--- src/rtl/div_types_pkg.sv ---
// Divider request and response types
`default_nettype none

package div_types_pkg;

    // operand and result width
    localparam int DATA_W = 32;

    // shift and round counts, wide enough to hold 32
    localparam int CNT_W = 6;

    // result select carried with each request
    typedef enum logic {
        OP_QUOT = 1'b0,
        OP_REM  = 1'b1
    } div_op_e;

    // request side of the handshake, 66 bits
    typedef struct packed {
        logic [DATA_W-1:0] dividend;
        logic [DATA_W-1:0] divisor;
        div_op_e           op;
        logic              is_signed;
    } div_req_t;

    // response side, 33 bits
    typedef struct packed {
        logic [DATA_W-1:0] result;
        logic              div_zero;
    } div_rsp_t;

    // unsigned magnitudes sent to the iterative core
    typedef struct packed {
        logic [DATA_W-1:0] dividend;
        logic [DATA_W-1:0] divisor;
    } core_cmd_t;

    // unsigned core result, valid with done
    typedef struct packed {
        logic [DATA_W-1:0] quotient;
        logic [DATA_W-1:0] remainder;
        logic              div_zero;
    } core_res_t;

endpackage

`default_nettype wire

--- src/rtl/srt_state_pkg.sv ---
// Divider FSM states and SRT digits
`default_nettype none

package srt_state_pkg;

    // iterative core
    typedef enum logic [1:0] {
        IDLE      = 2'd0,
        NORMALIZE = 2'd1,
        ITERATE   = 2'd2,
        CORRECT   = 2'd3
    } core_state_e;

    // handshake control
    typedef enum logic [1:0] {
        WAIT_REQ = 2'd0,
        RUN      = 2'd1,
        HOLD_ACK = 2'd2
    } ctrl_state_e;

    // radix-2 quotient digit: +1, 0, -1
    typedef enum logic [1:0] {
        DIGIT_POS  = 2'd0,
        DIGIT_ZERO = 2'd1,
        DIGIT_NEG  = 2'd2
    } srt_digit_e;

endpackage

`default_nettype wire

--- src/rtl/leading_zero_counter.sv ---
// Leading-zero counter
`default_nettype none

module leading_zero_counter (
    input  wire logic [div_types_pkg::DATA_W-1:0] data,
    output logic [div_types_pkg::CNT_W-1:0]       count
);

    // window kept at each split level
    logic [15:0] half;
    logic [7:0]  quarter;
    logic [3:0]  eighth;
    logic [1:0]  pair;

    // set when the upper part of a window is all zero
    logic z16;
    logic z8;
    logic z4;
    logic z2;
    logic z1;
    logic all_zero;

    // halves
    assign z16  = ~|data[31:16];
    assign half = z16 ? data[15:0] : data[31:16];

    // quarters
    assign z8      = ~|half[15:8];
    assign quarter = z8 ? half[7:0] : half[15:8];

    assign z4     = ~|quarter[7:4];
    assign eighth = z4 ? quarter[3:0] : quarter[7:4];

    // pairs, then the last single bit
    assign z2   = ~|eighth[3:2];
    assign pair = z2 ? eighth[1:0] : eighth[3:2];
    assign z1   = ~pair[1];

    assign all_zero = ~|data;

    // each level contributes one bit of the count
    always_comb begin
        if (all_zero) begin
            count = 6'd32;
        end else begin
            count = {1'b0, z16, z8, z4, z2, z1};
        end
    end

endmodule

`default_nettype wire

--- src/rtl/srt_iter_core.sv ---
// Radix-2 SRT unsigned divide core
`default_nettype none

module srt_iter_core (
    input  wire logic                     clk,
    input  wire logic                     reset,
    input  wire logic                     start,
    input  wire div_types_pkg::core_cmd_t cmd,
    output logic                          done,
    output div_types_pkg::core_res_t      res
);

    srt_state_pkg::core_state_e state;

    // partial remainder and divisor, one sign bit on top
    logic [div_types_pkg::DATA_W:0] s_reg;
    logic [div_types_pkg::DATA_W:0] d_reg;
    logic [div_types_pkg::DATA_W:0] neg_d;
    logic [div_types_pkg::DATA_W:0] s_sum;

    // quotient digits collected as two bit vectors
    logic [div_types_pkg::DATA_W-1:0] pos_q;
    logic [div_types_pkg::DATA_W-1:0] neg_q;

    logic [div_types_pkg::CNT_W-1:0] counter;
    logic [div_types_pkg::CNT_W-1:0] rounds;
    logic [div_types_pkg::CNT_W-1:0] shift;

    logic [div_types_pkg::CNT_W-1:0] s_zero;
    logic [div_types_pkg::CNT_W-1:0] d_zero;

    logic [div_types_pkg::DATA_W-1:0] norm_s;
    logic [div_types_pkg::DATA_W-1:0] norm_d;
    logic [div_types_pkg::DATA_W-1:0] rem_fix;

    srt_state_pkg::srt_digit_e digit;

    leading_zero_counter u_lzc_s (
        .data  (s_reg[div_types_pkg::DATA_W-1:0]),
        .count (s_zero)
    );

    leading_zero_counter u_lzc_d (
        .data  (d_reg[div_types_pkg::DATA_W-1:0]),
        .count (d_zero)
    );

    assign norm_s = s_reg[div_types_pkg::DATA_W-1:0] << s_zero;
    assign norm_d = d_reg[div_types_pkg::DATA_W-1:0] << d_zero;
    assign neg_d  = ~d_reg + 1'b1;

    // digit from the top two bits of the partial remainder
    always_comb begin
        case (s_reg[div_types_pkg::DATA_W:div_types_pkg::DATA_W-1])
            2'b01:   digit = srt_state_pkg::DIGIT_POS;
            2'b10:   digit = srt_state_pkg::DIGIT_NEG;
            default: digit = srt_state_pkg::DIGIT_ZERO;
        endcase
    end

    always_comb begin
        case (digit)
            srt_state_pkg::DIGIT_POS: s_sum = s_reg + neg_d;
            srt_state_pkg::DIGIT_NEG: s_sum = s_reg + d_reg;
            default:                  s_sum = s_reg;
        endcase
    end

    // a negative final remainder gets the divisor added back
    // the sum is below the divisor, so 32 bits hold it
    assign rem_fix = s_reg[div_types_pkg::DATA_W]
                   ? s_reg[div_types_pkg::DATA_W-1:0] + d_reg[div_types_pkg::DATA_W-1:0]
                   : s_reg[div_types_pkg::DATA_W-1:0];

    // state and done
    always_ff @(posedge clk) begin
        if (reset) begin
            state <= srt_state_pkg::IDLE;
            done  <= 1'b0;
        end else begin
            done <= 1'b0;
            case (state)
                srt_state_pkg::IDLE: begin
                    if (start) begin
                        state <= srt_state_pkg::NORMALIZE;
                    end
                end
                srt_state_pkg::NORMALIZE: begin
                    if (d_zero == 6'd32 || d_zero < s_zero) begin
                        done  <= 1'b1;
                        state <= srt_state_pkg::IDLE;
                    end else begin
                        state <= srt_state_pkg::ITERATE;
                    end
                end
                srt_state_pkg::ITERATE: begin
                    if (counter == rounds) begin
                        state <= srt_state_pkg::CORRECT;
                    end
                end
                srt_state_pkg::CORRECT: begin
                    done  <= 1'b1;
                    state <= srt_state_pkg::IDLE;
                end
                default: state <= srt_state_pkg::IDLE;
            endcase
        end
    end

    // datapath
    always_ff @(posedge clk) begin
        case (state)
            srt_state_pkg::IDLE: begin
                if (start) begin
                    s_reg <= {1'b0, cmd.dividend};
                    d_reg <= {1'b0, cmd.divisor};
                    pos_q <= '0;
                    neg_q <= '0;
                end
            end
            srt_state_pkg::NORMALIZE: begin
                if (d_zero == 6'd32) begin
                    res.quotient  <= '1;
                    res.remainder <= s_reg[div_types_pkg::DATA_W-1:0];
                    res.div_zero  <= 1'b1;
                end else if (d_zero < s_zero) begin
                    // divisor longer than dividend
                    res.quotient  <= '0;
                    res.remainder <= s_reg[div_types_pkg::DATA_W-1:0];
                    res.div_zero  <= 1'b0;
                end else begin
                    s_reg   <= {1'b0, norm_s};
                    d_reg   <= {1'b0, norm_d};
                    counter <= '0;
                    rounds  <= d_zero - s_zero;
                    shift   <= d_zero;
                end
            end
            srt_state_pkg::ITERATE: begin
                pos_q <= {pos_q[div_types_pkg::DATA_W-2:0], digit == srt_state_pkg::DIGIT_POS};
                neg_q <= {neg_q[div_types_pkg::DATA_W-2:0], digit == srt_state_pkg::DIGIT_NEG};
                // last digit leaves the remainder unshifted
                if (counter == rounds) begin
                    s_reg <= s_sum;
                end else begin
                    s_reg   <= s_sum << 1;
                    counter <= counter + 1'b1;
                end
            end
            srt_state_pkg::CORRECT: begin
                res.quotient  <= pos_q - neg_q
                               - {{(div_types_pkg::DATA_W-1){1'b0}}, s_reg[div_types_pkg::DATA_W]};
                res.remainder <= rem_fix >> shift;
                res.div_zero  <= 1'b0;
            end
            default: begin
            end
        endcase
    end

endmodule

`default_nettype wire

--- src/rtl/div_control.sv ---
// Divider handshake and sign control
`default_nettype none

module div_control (
    input  wire logic                     clk,
    input  wire logic                     reset,
    input  wire logic                     req,
    input  wire div_types_pkg::div_req_t  req_data,
    output logic                          ack,
    output div_types_pkg::div_rsp_t       rsp,
    output logic                          start,
    output div_types_pkg::core_cmd_t      cmd,
    input  wire logic                     done,
    input  wire div_types_pkg::core_res_t res
);

    srt_state_pkg::ctrl_state_e state;

    // request fields kept for the fix-up
    div_types_pkg::div_op_e op_q;
    logic                   is_signed_q;
    logic                   dvd_sign;
    logic                   dvs_sign;

    logic req_dvd_neg;
    logic req_dvs_neg;

    logic [div_types_pkg::DATA_W-1:0] abs_dividend;
    logic [div_types_pkg::DATA_W-1:0] abs_divisor;

    logic                             neg_quot;
    logic                             neg_rem;
    logic [div_types_pkg::DATA_W-1:0] quot_fixed;
    logic [div_types_pkg::DATA_W-1:0] rem_fixed;

    // magnitudes of the incoming operands
    assign req_dvd_neg  = req_data.is_signed & req_data.dividend[div_types_pkg::DATA_W-1];
    assign req_dvs_neg  = req_data.is_signed & req_data.divisor[div_types_pkg::DATA_W-1];
    assign abs_dividend = req_dvd_neg ? -req_data.dividend : req_data.dividend;
    assign abs_divisor  = req_dvs_neg ? -req_data.divisor : req_data.divisor;

    // quotient sign from both operands, remainder follows the dividend
    // all-ones quotient of a zero divide keeps its value
    assign neg_quot = is_signed_q & (dvd_sign ^ dvs_sign) & ~res.div_zero;
    assign neg_rem  = is_signed_q & dvd_sign;

    assign quot_fixed = neg_quot ? -res.quotient : res.quotient;
    assign rem_fixed  = neg_rem ? -res.remainder : res.remainder;

    always_ff @(posedge clk) begin
        if (reset) begin
            state <= srt_state_pkg::WAIT_REQ;
            ack   <= 1'b0;
            start <= 1'b0;
        end else begin
            start <= 1'b0;
            case (state)
                srt_state_pkg::WAIT_REQ: begin
                    if (req) begin
                        start <= 1'b1;
                        state <= srt_state_pkg::RUN;
                    end
                end
                srt_state_pkg::RUN: begin
                    if (done) begin
                        ack   <= 1'b1;
                        state <= srt_state_pkg::HOLD_ACK;
                    end
                end
                srt_state_pkg::HOLD_ACK: begin
                    // held until the requester lets go
                    if (!req) begin
                        ack   <= 1'b0;
                        state <= srt_state_pkg::WAIT_REQ;
                    end
                end
                default: state <= srt_state_pkg::WAIT_REQ;
            endcase
        end
    end

    // request capture
    always_ff @(posedge clk) begin
        if (state == srt_state_pkg::WAIT_REQ && req) begin
            op_q         <= req_data.op;
            is_signed_q  <= req_data.is_signed;
            dvd_sign     <= req_data.dividend[div_types_pkg::DATA_W-1];
            dvs_sign     <= req_data.divisor[div_types_pkg::DATA_W-1];
            cmd.dividend <= abs_dividend;
            cmd.divisor  <= abs_divisor;
        end
    end

    // response capture
    always_ff @(posedge clk) begin
        if (state == srt_state_pkg::RUN && done) begin
            if (op_q == div_types_pkg::OP_QUOT) begin
                rsp.result <= quot_fixed;
            end else begin
                rsp.result <= rem_fixed;
            end
            rsp.div_zero <= res.div_zero;
        end
    end

endmodule

`default_nettype wire

--- src/rtl/srt_div_top.sv ---
// SRT divider top level
`default_nettype none

module srt_div_top (
    input  wire logic                    clk,
    input  wire logic                    reset,
    input  wire logic                    req,
    input  wire div_types_pkg::div_req_t req_data,
    output logic                         ack,
    output div_types_pkg::div_rsp_t      rsp
);

    // control to core
    logic                     start;
    div_types_pkg::core_cmd_t cmd;

    // core to control
    logic                     done;
    div_types_pkg::core_res_t res;

    div_control u_control (
        .clk      (clk),
        .reset    (reset),
        .req      (req),
        .req_data (req_data),
        .ack      (ack),
        .rsp      (rsp),
        .start    (start),
        .cmd      (cmd),
        .done     (done),
        .res      (res)
    );

    srt_iter_core u_core (
        .clk   (clk),
        .reset (reset),
        .start (start),
        .cmd   (cmd),
        .done  (done),
        .res   (res)
    );

endmodule

`default_nettype wire

--- config.mk ---
export PLATFORM = sky130hd
export DESIGN_NAME = srt_div_top
export DESIGN_NICKNAME = d
export VERILOG_FILES = /design/src/rtl/div_types_pkg.sv /design/src/rtl/srt_state_pkg.sv /design/src/rtl/leading_zero_counter.sv /design/src/rtl/srt_iter_core.sv /design/src/rtl/div_control.sv /design/src/rtl/srt_div_top.sv
export SDC_FILE = /design/constraint.sdc
export NUM_CORES = 1
export LEC_CHECK = 0
export BUFFER_PORTS_ARGS = -buffer_cell sky130_fd_sc_hd__buf_2
export CORE_ASPECT_RATIO = 1.5
export CORE_MARGIN = 10
export CORE_UTILIZATION = 65
export CTS_BUF_LIST = sky130_fd_sc_hd__clkbuf_4 sky130_fd_sc_hd__clkbuf_8
export DETAILED_ROUTE_END_ITERATION = 7
export PLACE_DENSITY = 0.87
export SYNTH_ARGS = -nofsm -noshare
export SYNTH_HDL_FRONTEND = slang
export SYNTH_SLANG_ARGS = --single-unit
--- constraint.sdc ---
create_clock -name clk -period 14.4 [get_ports clk]
set_input_delay 2.88 -clock clk [delete_from_list [all_inputs] [get_ports clk]]
set_output_delay 2.88 -clock clk [all_outputs]
set_load 0.01 [all_outputs]
==> After elaboration in Yosys (flattened, before gate mapping) <==
Cells that the tools add are included.
{ "totals": {"latchBits": 0, "output_inout_bits": 34, "ramBits": 0, "memories": 0, "ff_bits": 321, "mem_bits_ro": 0, "elab_cells": 165, "in_bits": 69} }
{ "op_classes": {"n_bitwise": 13, "shift": 3, "magnitude_cmp": 1, "muxes": 51, "eq_ne": 20, "n_mul": 0, "reduce_logical": 41, "add_sub_neg": 12, "div_mod_pow": 0} }
{ "op_table": {"columns": ["operator", "n"], "rows": [
  ["2-to-1 mux 33 bit", 7],
  ["2-to-1 mux 32 bit", 7],
  ["case mux 33 bit (2 select lines)", 2],
  ["2-to-1 mux 65 bit", 2],
  ["case mux 65 bit (2 select lines)", 1],
  ["negation 32 bit", 4],
  ["case mux 32 bit (2 select lines)", 2],
  ["case mux 33 bit (3 select lines)", 1],
  ["adder 33 bit", 2],
  ["OR reduction 32 bit", 2],
  ["left shift 32 x 6 -> 32 bit", 2],
  ["adder 33 x 1 -> 33 bit (second input constant)", 1],
  ["NOT 33 bit", 1],
  ["adder 32 bit", 1],
  ["2-to-1 mux 16 bit", 2],
  ["OR reduction 16 bit", 2],
  [">> shifter 32 x 6 -> 32 bit", 1],
  ["subtractor 32 x 1 -> 32 bit", 1],
  ["subtractor 32 bit", 1],
  ["2-to-1 mux 6 bit", 5],
  ["2-to-1 mux 2 bit", 8],
  ["2-to-1 mux 8 bit", 2],
  ["OR reduction 8 bit", 2],
  ["!= test 2 bit (second input constant)", 6],
  ["other kinds (32)", 76]
]} }

==> Longest topological paths before layout <==
{ "logic_depth": {"word_depth": 14, "depth_mapped": 21, "depth_no_buf": 17} }

==> By module <==
From an unflattened synthesis, not the netlist that was laid out.
{ "hier_totals": {"cells_unflattened": 3225, "area_unflattened_um2": 28860.2} }
{ "modules_own_cells": {"columns": ["module", "cells_per_inst", "area_per_inst_um2", "instances", "seq_area_each_um2"], "rows": [
  ["srt_iter_core", 2488, 21538.2, 1, 6426.2],
  ["div_control", 611, 6466.2, 1, 3113.0],
  ["leading_zero_counter", 63, 427.9, 2, 0.0]
]} }

==> Worst setup path before layout <==
No wires, ideal clock.
{ "synth_path": {"path_type": "register to register", "start": "reg u_core.s_reg[31] (netlist bit)", "end": "reg, netlist name u_core.res[0]", "stages_incl_launch_ff": 19, "n_path_buf": 3, "synth_period_minus_slack_ns": 7.346, "setup_slack_ns": 7.054, "setup_time_ns": 0.488, "arrival_time_ns": 6.858, "required_ns": 13.912, "cell_sequence": "edfxtp_1 -> buf_2 -> or4_1 -> nor3_2 -> o211ai_1 -> o221ai_2 -> nand2b_1 -> nor2_1 -> inv_2 -> buf_4 -> clkbuf_1 -> ha_1 -> nor2b_1 -> o21ai_0 -> nand2b_1 -> a21o_1 -> a21o_1 -> and3_1 -> nor2_1"} }
{ "synth_between": {"elab_chain_cells": 13, "elab_cells_between_ends": 18, "cone_classes": "order compare (1); eq/ne (1); mux (5); bitwise (1); reduce/logical (10)"} }
{ "synth_lines": {"columns": ["item", "line_no", "rtl"], "rows": [
  ["from (decl)", "srt_iter_core.sv:16", "logic [div_types_pkg::DATA_W:0] s_reg;"],
  ["from (signal assigned)", "srt_iter_core.sv:115", "s_reg <= {1'b0, cmd.dividend};"],
  ["from (signal assigned)", "srt_iter_core.sv:132", "s_reg <= {1'b0, norm_s};"],
  ["from (signal assigned)", "srt_iter_core.sv:144", "s_reg <= s_sum;"],
  ["OR reduction 16 bit", "leading_zero_counter.sv:24", "assign z16 = ~|data[31:16];"],
  ["2-to-1 mux 16 bit", "leading_zero_counter.sv:25", "assign half = z16 ? data[15:0] : data[31:16];"],
  ["OR reduction 8 bit", "leading_zero_counter.sv:28", "assign z8 = ~|half[15:8];"],
  ["2-to-1 mux 8 bit", "leading_zero_counter.sv:29", "assign quarter = z8 ? half[7:0] : half[15:8];"],
  ["OR reduction 4 bit", "leading_zero_counter.sv:31", "assign z4 = ~|quarter[7:4];"],
  ["2-to-1 mux 4 bit", "leading_zero_counter.sv:32", "assign eighth = z4 ? quarter[3:0] : quarter[7:4];"],
  ["OR reduction 2 bit", "leading_zero_counter.sv:35", "assign z2 = ~|eighth[3:2];"],
  ["2-to-1 mux 2 bit", "leading_zero_counter.sv:36", "assign pair = z2 ? eighth[1:0] : eighth[3:2];"],
  ["NOT 1 bit", "leading_zero_counter.sv:37", "assign z1 = ~pair[1];"],
  ["2-to-1 mux 6 bit *", "leading_zero_counter.sv:43", "if (all_zero) begin"],
  ["less-than comparator 6 bit *", "srt_iter_core.sv:126", "end else if (d_zero < s_zero) begin"],
  ["!= test 3 x 1 -> 1 bit (no line) *", null, null],
  ["AND reduction 2 bit (no line) *", null, null]
]} }
Mark *: on every way between the ends. The rest lies on a longest branch, timed or not.
A chain may end at the register's enable or synchronous reset.

==> Worst setup path after layout <==
{ "layout_path": {"start": "reg u_core.s_reg[16] (netlist bit)", "end": "reg u_core.d_reg[30] (netlist bit) (enable)"} }
{ "layout_between": {"elab_chain_cells": 13, "elab_cells_between_ends": 18, "cone_classes": "order compare (1); eq/ne (1); mux (5); bitwise (1); reduce/logical (10)"} }
{ "layout_lines": {"columns": ["item", "line_no", "rtl"], "rows": [
  ["OR reduction 16 bit", "leading_zero_counter.sv:24", null],
  ["2-to-1 mux 16 bit", "leading_zero_counter.sv:25", null],
  ["OR reduction 8 bit", "leading_zero_counter.sv:28", null],
  ["2-to-1 mux 8 bit", "leading_zero_counter.sv:29", null],
  ["OR reduction 4 bit", "leading_zero_counter.sv:31", null],
  ["2-to-1 mux 4 bit", "leading_zero_counter.sv:32", null],
  ["OR reduction 2 bit", "leading_zero_counter.sv:35", null],
  ["2-to-1 mux 2 bit", "leading_zero_counter.sv:36", null],
  ["NOT 1 bit", "leading_zero_counter.sv:37", null],
  ["2-to-1 mux 6 bit *", "leading_zero_counter.sv:43", null],
  ["less-than comparator 6 bit *", "srt_iter_core.sv:126", null],
  ["!= test 2 bit (no line) *", null, null],
  ["AND reduction 4 bit (no line) *", null, null],
  ["to (signal assigned)", "srt_iter_core.sv:116", "d_reg <= {1'b0, cmd.divisor};"],
  ["to (signal assigned)", "srt_iter_core.sv:133", "d_reg <= {1'b0, norm_d};"],
  ["to (decl)", "srt_iter_core.sv:17", "logic [div_types_pkg::DATA_W:0] d_reg;"]
]} }
Marks and branches as above.

==> results by group <==
Run status
  • Outcome: finished with violations
  • Violated checks: design-rule violations

GRT
  • Largest net degree at the start of global routing: 68
  • M1 GR Usage: 43.2%
  • First-pass GRT wire length: 168000 um
  • Busiest grt layer: met2
  • GR Util met3: 10.8%
  • Initial antenna violation count: 8
  • Grt ovf: 0
  • Grt met2 use: 72.2%
  • Vias in the first global route: 26914
  • GRT Total Usage: 43.0%

Clocking
  • Clk_lat worst skew: 0.68 ns
  • PostCTS Resize Cnt: 0
  • CTS Buf Count: 49
  • Reg clk slew, reported paths: 0.07 ns
  • Htree depth: 2
  • TritonCTS Sinks: 320
  • Number of setup buffers added after CTS: 0
  • CTS tree: yes
  • Hold buffers post-CTS: 0
  • Clk root buf: clkbuf_8
  • Maximum clock insertion buffer count: 3

Worst setup path
  • WS Path Type: flop to flop
  • Worst path cell trace: nor4_2, nand4_1, o211ai_1, o221ai_2, o31ai_4, buf_4, inv_1, ha_1, fa_1, nor2b_1, o21ai_0, nand2b_1, a21o_1, a21o_1, a21boi_0, a21oi_4, o21a_1
  • Slowest cell on the critical path: o211ai_1
  • Worst Path Arrival: 7.24 ns
  • Nature of the critical path startpoint: flop
  • Worst-path fanout max: 46
  • Crit end category: flop
  • CP most frequent cell: a21o_1
  • Required time of the critical path: 14.78 ns
  • R2R Setup Slk: 7.54 ns
  • Crit-path max cell delay: 0.96 ns

Synthesis
  • FF+latch count, synth: 320
  • Post-synthesis net count: 3329
  • Post-Synth Simple-Gate Area: 15.4%
  • Main combinational cell family by area after synthesis: compound AO/OA/AOI/OAI gates
  • Adder-cell share of the synthesized area: 6.76%
  • Synth unique cells: 101
  • Synth warn: 0
  • Compound-Gate Fraction of Synth Area: 21.6%
  • Fraction of synthesized area in multiplexers: 8.83%
  • Mapped cell area: 27600 um^2
  • Post-synth top flop: edfxtp_1
  • Synthesized area per cell: 8.85 um^2
  • Number of synthesized flops with an enable pin: 313
  • XOR/XNOR Fraction of Synth Area: 6.64%
  • Post-synth ARST share: 0%
  • Post-Syn Instances: 3114
  • Sequential element share of the synthesized area: 34.6%

Placed design
  • Placed Cells: 3649
  • Dpl hpwl: 83000 um
  • DP Area: 28500 um^2
  • Port bufs: 102
  • Gp weighted congestion: 1.14

Final layout
  • Final instance area: 29500 um^2
  • Fin cells: 3736
  • Nets: 3352
  • Ratio of cells with drive above 1 in the final layout: 11.0%
  • Layout area overhead: 7.02%
  • Largest register FFs: 65
  • Top reg by flops: u_core.res
  • Largest registers: u_core.res: 65 flops, u_control.cmd: 64 flops

Drt
  • TritonRoute pass-1 iters: 8
  • Vias: 27230
  • Antenna Nets Post-Route: 0
  • Total Routed Length: 114000 um
  • DR vias/cell: 7.29
  • DRC violations left: 18
  • Drt initial violations: 3884
  • DR WL/cell: 30.6 um

Pwr
  • Total Power: 4.58 mW
  • Peak VDD IR: 0.0941 mV
  • PwrDens: 155 nW/um^2
  • Leakage power total: 12.1 nW

Die
  • Initial Utilization: 65.6%
  • FP Rows: 92
  • Io pins: 103
  • Core box area: 42000 um^2
  • Die width: 188 um
  • DIE HEIGHT: 272 um
  • Die area: 51200 um^2

STA
  • Hold slack: 0.521 ns
  • Final min period: 6.86 ns
  • Worst Tran Pin Value: 1.26 ns
  • Setup TNS: 0 ns
  • Crit share post-route: 47.6%
  • Final setup violating endpoints: 0
  • FMAX: 146 MHz
  • RSZ-0062 raised after global routing: no
  • Final Hold Viols: 0
  • Slew headroom: 15.9%
  • Fin. max-slew vios: 0
  • Clock Skews: 0.0400 ns

Flow run
  • MaxCap Viol Count: 0

Worst hold path
  • Hold Crit Class: flop to flop
## power breakdown
part | internal (mW) | switching [mW] | total [mW]
Sequential | 1.18 | 0.142 | 1.32
Combinational | 0.796 | 1.65 | 2.45
Clock | 0.412 | 0.395 | 0.807
Total | 2.39 | 2.19 | 4.58
## area by class of cell
class,count,area (um^2)
Clock inverter,21,205
Fill cell,3067,12500
Inverter,248,931
Antenna cell,2,5.00
Tap cell,564,706
Clock buffer,63,779
Multi-Input combinational cell,2362,16400
Sequential cell,320,9540
Timing Repair Buffer,156,916
## cell usage after synthesis (all sizes together), types with 55 or more instances
cell type	instances	area share, %
edfxtp	313	34
nand3	59	1.1
a21oi	232	4.2
a21o	66	1.8
mux2i	167	6.1
ha	141	6.4
a31oi	55	1.3
inv	241	3.3
nor2	338	4.6
nor3	78	1.4
xor2	78	2.5
xnor2	130	4.2
clkbuf	140	1.9
and2	55	1.2
o21ai	145	2.6
nand2	211	2.9
## worst paths after layout
check,cells past startpoint,from,to
worst min-delay path,0,u_core.res[0],u_control.rsp[0]
worst max-delay path,17,u_core.s_reg[16],u_core.d_reg[30]
worst max register to register,17,u_core.s_reg[16],u_core.d_reg[30]
worst min register to register,0,u_core.res[0],u_control.rsp[0]
## cell usage in the layout, fill, tap and decap left out, drive strengths merged, types with 20 or more instances in the layout
master	netlist	routed
mux2i	167	167
edfxtp	313	313
buf	44	155
a221oi	20	20
xnor2	130	130
nor2	338	338
a211oi	32	32
clkbuf	140	64
o21ai	145	145
o31ai	33	33
a21oi	232	232
nand2b	27	27
or3	21	21
mux2	37	37
and2	55	55
a31oi	55	55
nor4	31	31
a21o	66	66
clkinv	7	22
inv	241	243
nand3	59	59
nand2	211	211
ha	141	141
o221ai	25	25
o211ai	29	29
nor3	78	78
o22ai	37	37
nor2b	20	20
xor2	78	78
## logic make-up (layout without fill, tap and decap cells)
kind of cell | count (synthesis) | count (layout)
compound gates | 876 | 876
other cells | 0 | 2
xor+xnor | 208 | 208
flops | 320 | 320
simple gates | 913 | 913
buf+inv | 432 | 488
fa+ha+maj | 146 | 146
mux | 219 | 219
## worst max-delay path, delay by kind of cell (launching register included)
family          cells  cell delay [ns]
compound gates      9             3.43
fa+ha+maj           2             0.69
buf+inv             2             0.78
flops               1             0.60
simple gates        4             1.02
## metrics by stage
step	worst slack (ns)	util (%)
after floorplan	7.05	-
after global placement	7.80	67.8
after detailed placement	7.66	67.8
after CTS	7.67	70.2
after global routing	7.20	70.2
final	7.54	70.2
## layer usage
layer / part of all wire [%] / wire, um / vias to the layer above
li1: - / - / 11491
met4: 11 / 12700 / 10
met2: 47 / 54300 / 2229
met5: 0.066 / 75 / -
met1: 31 / 35500 / 12721
met3: 10 / 11700 / 779
Power figures use the tool's default switching activity.
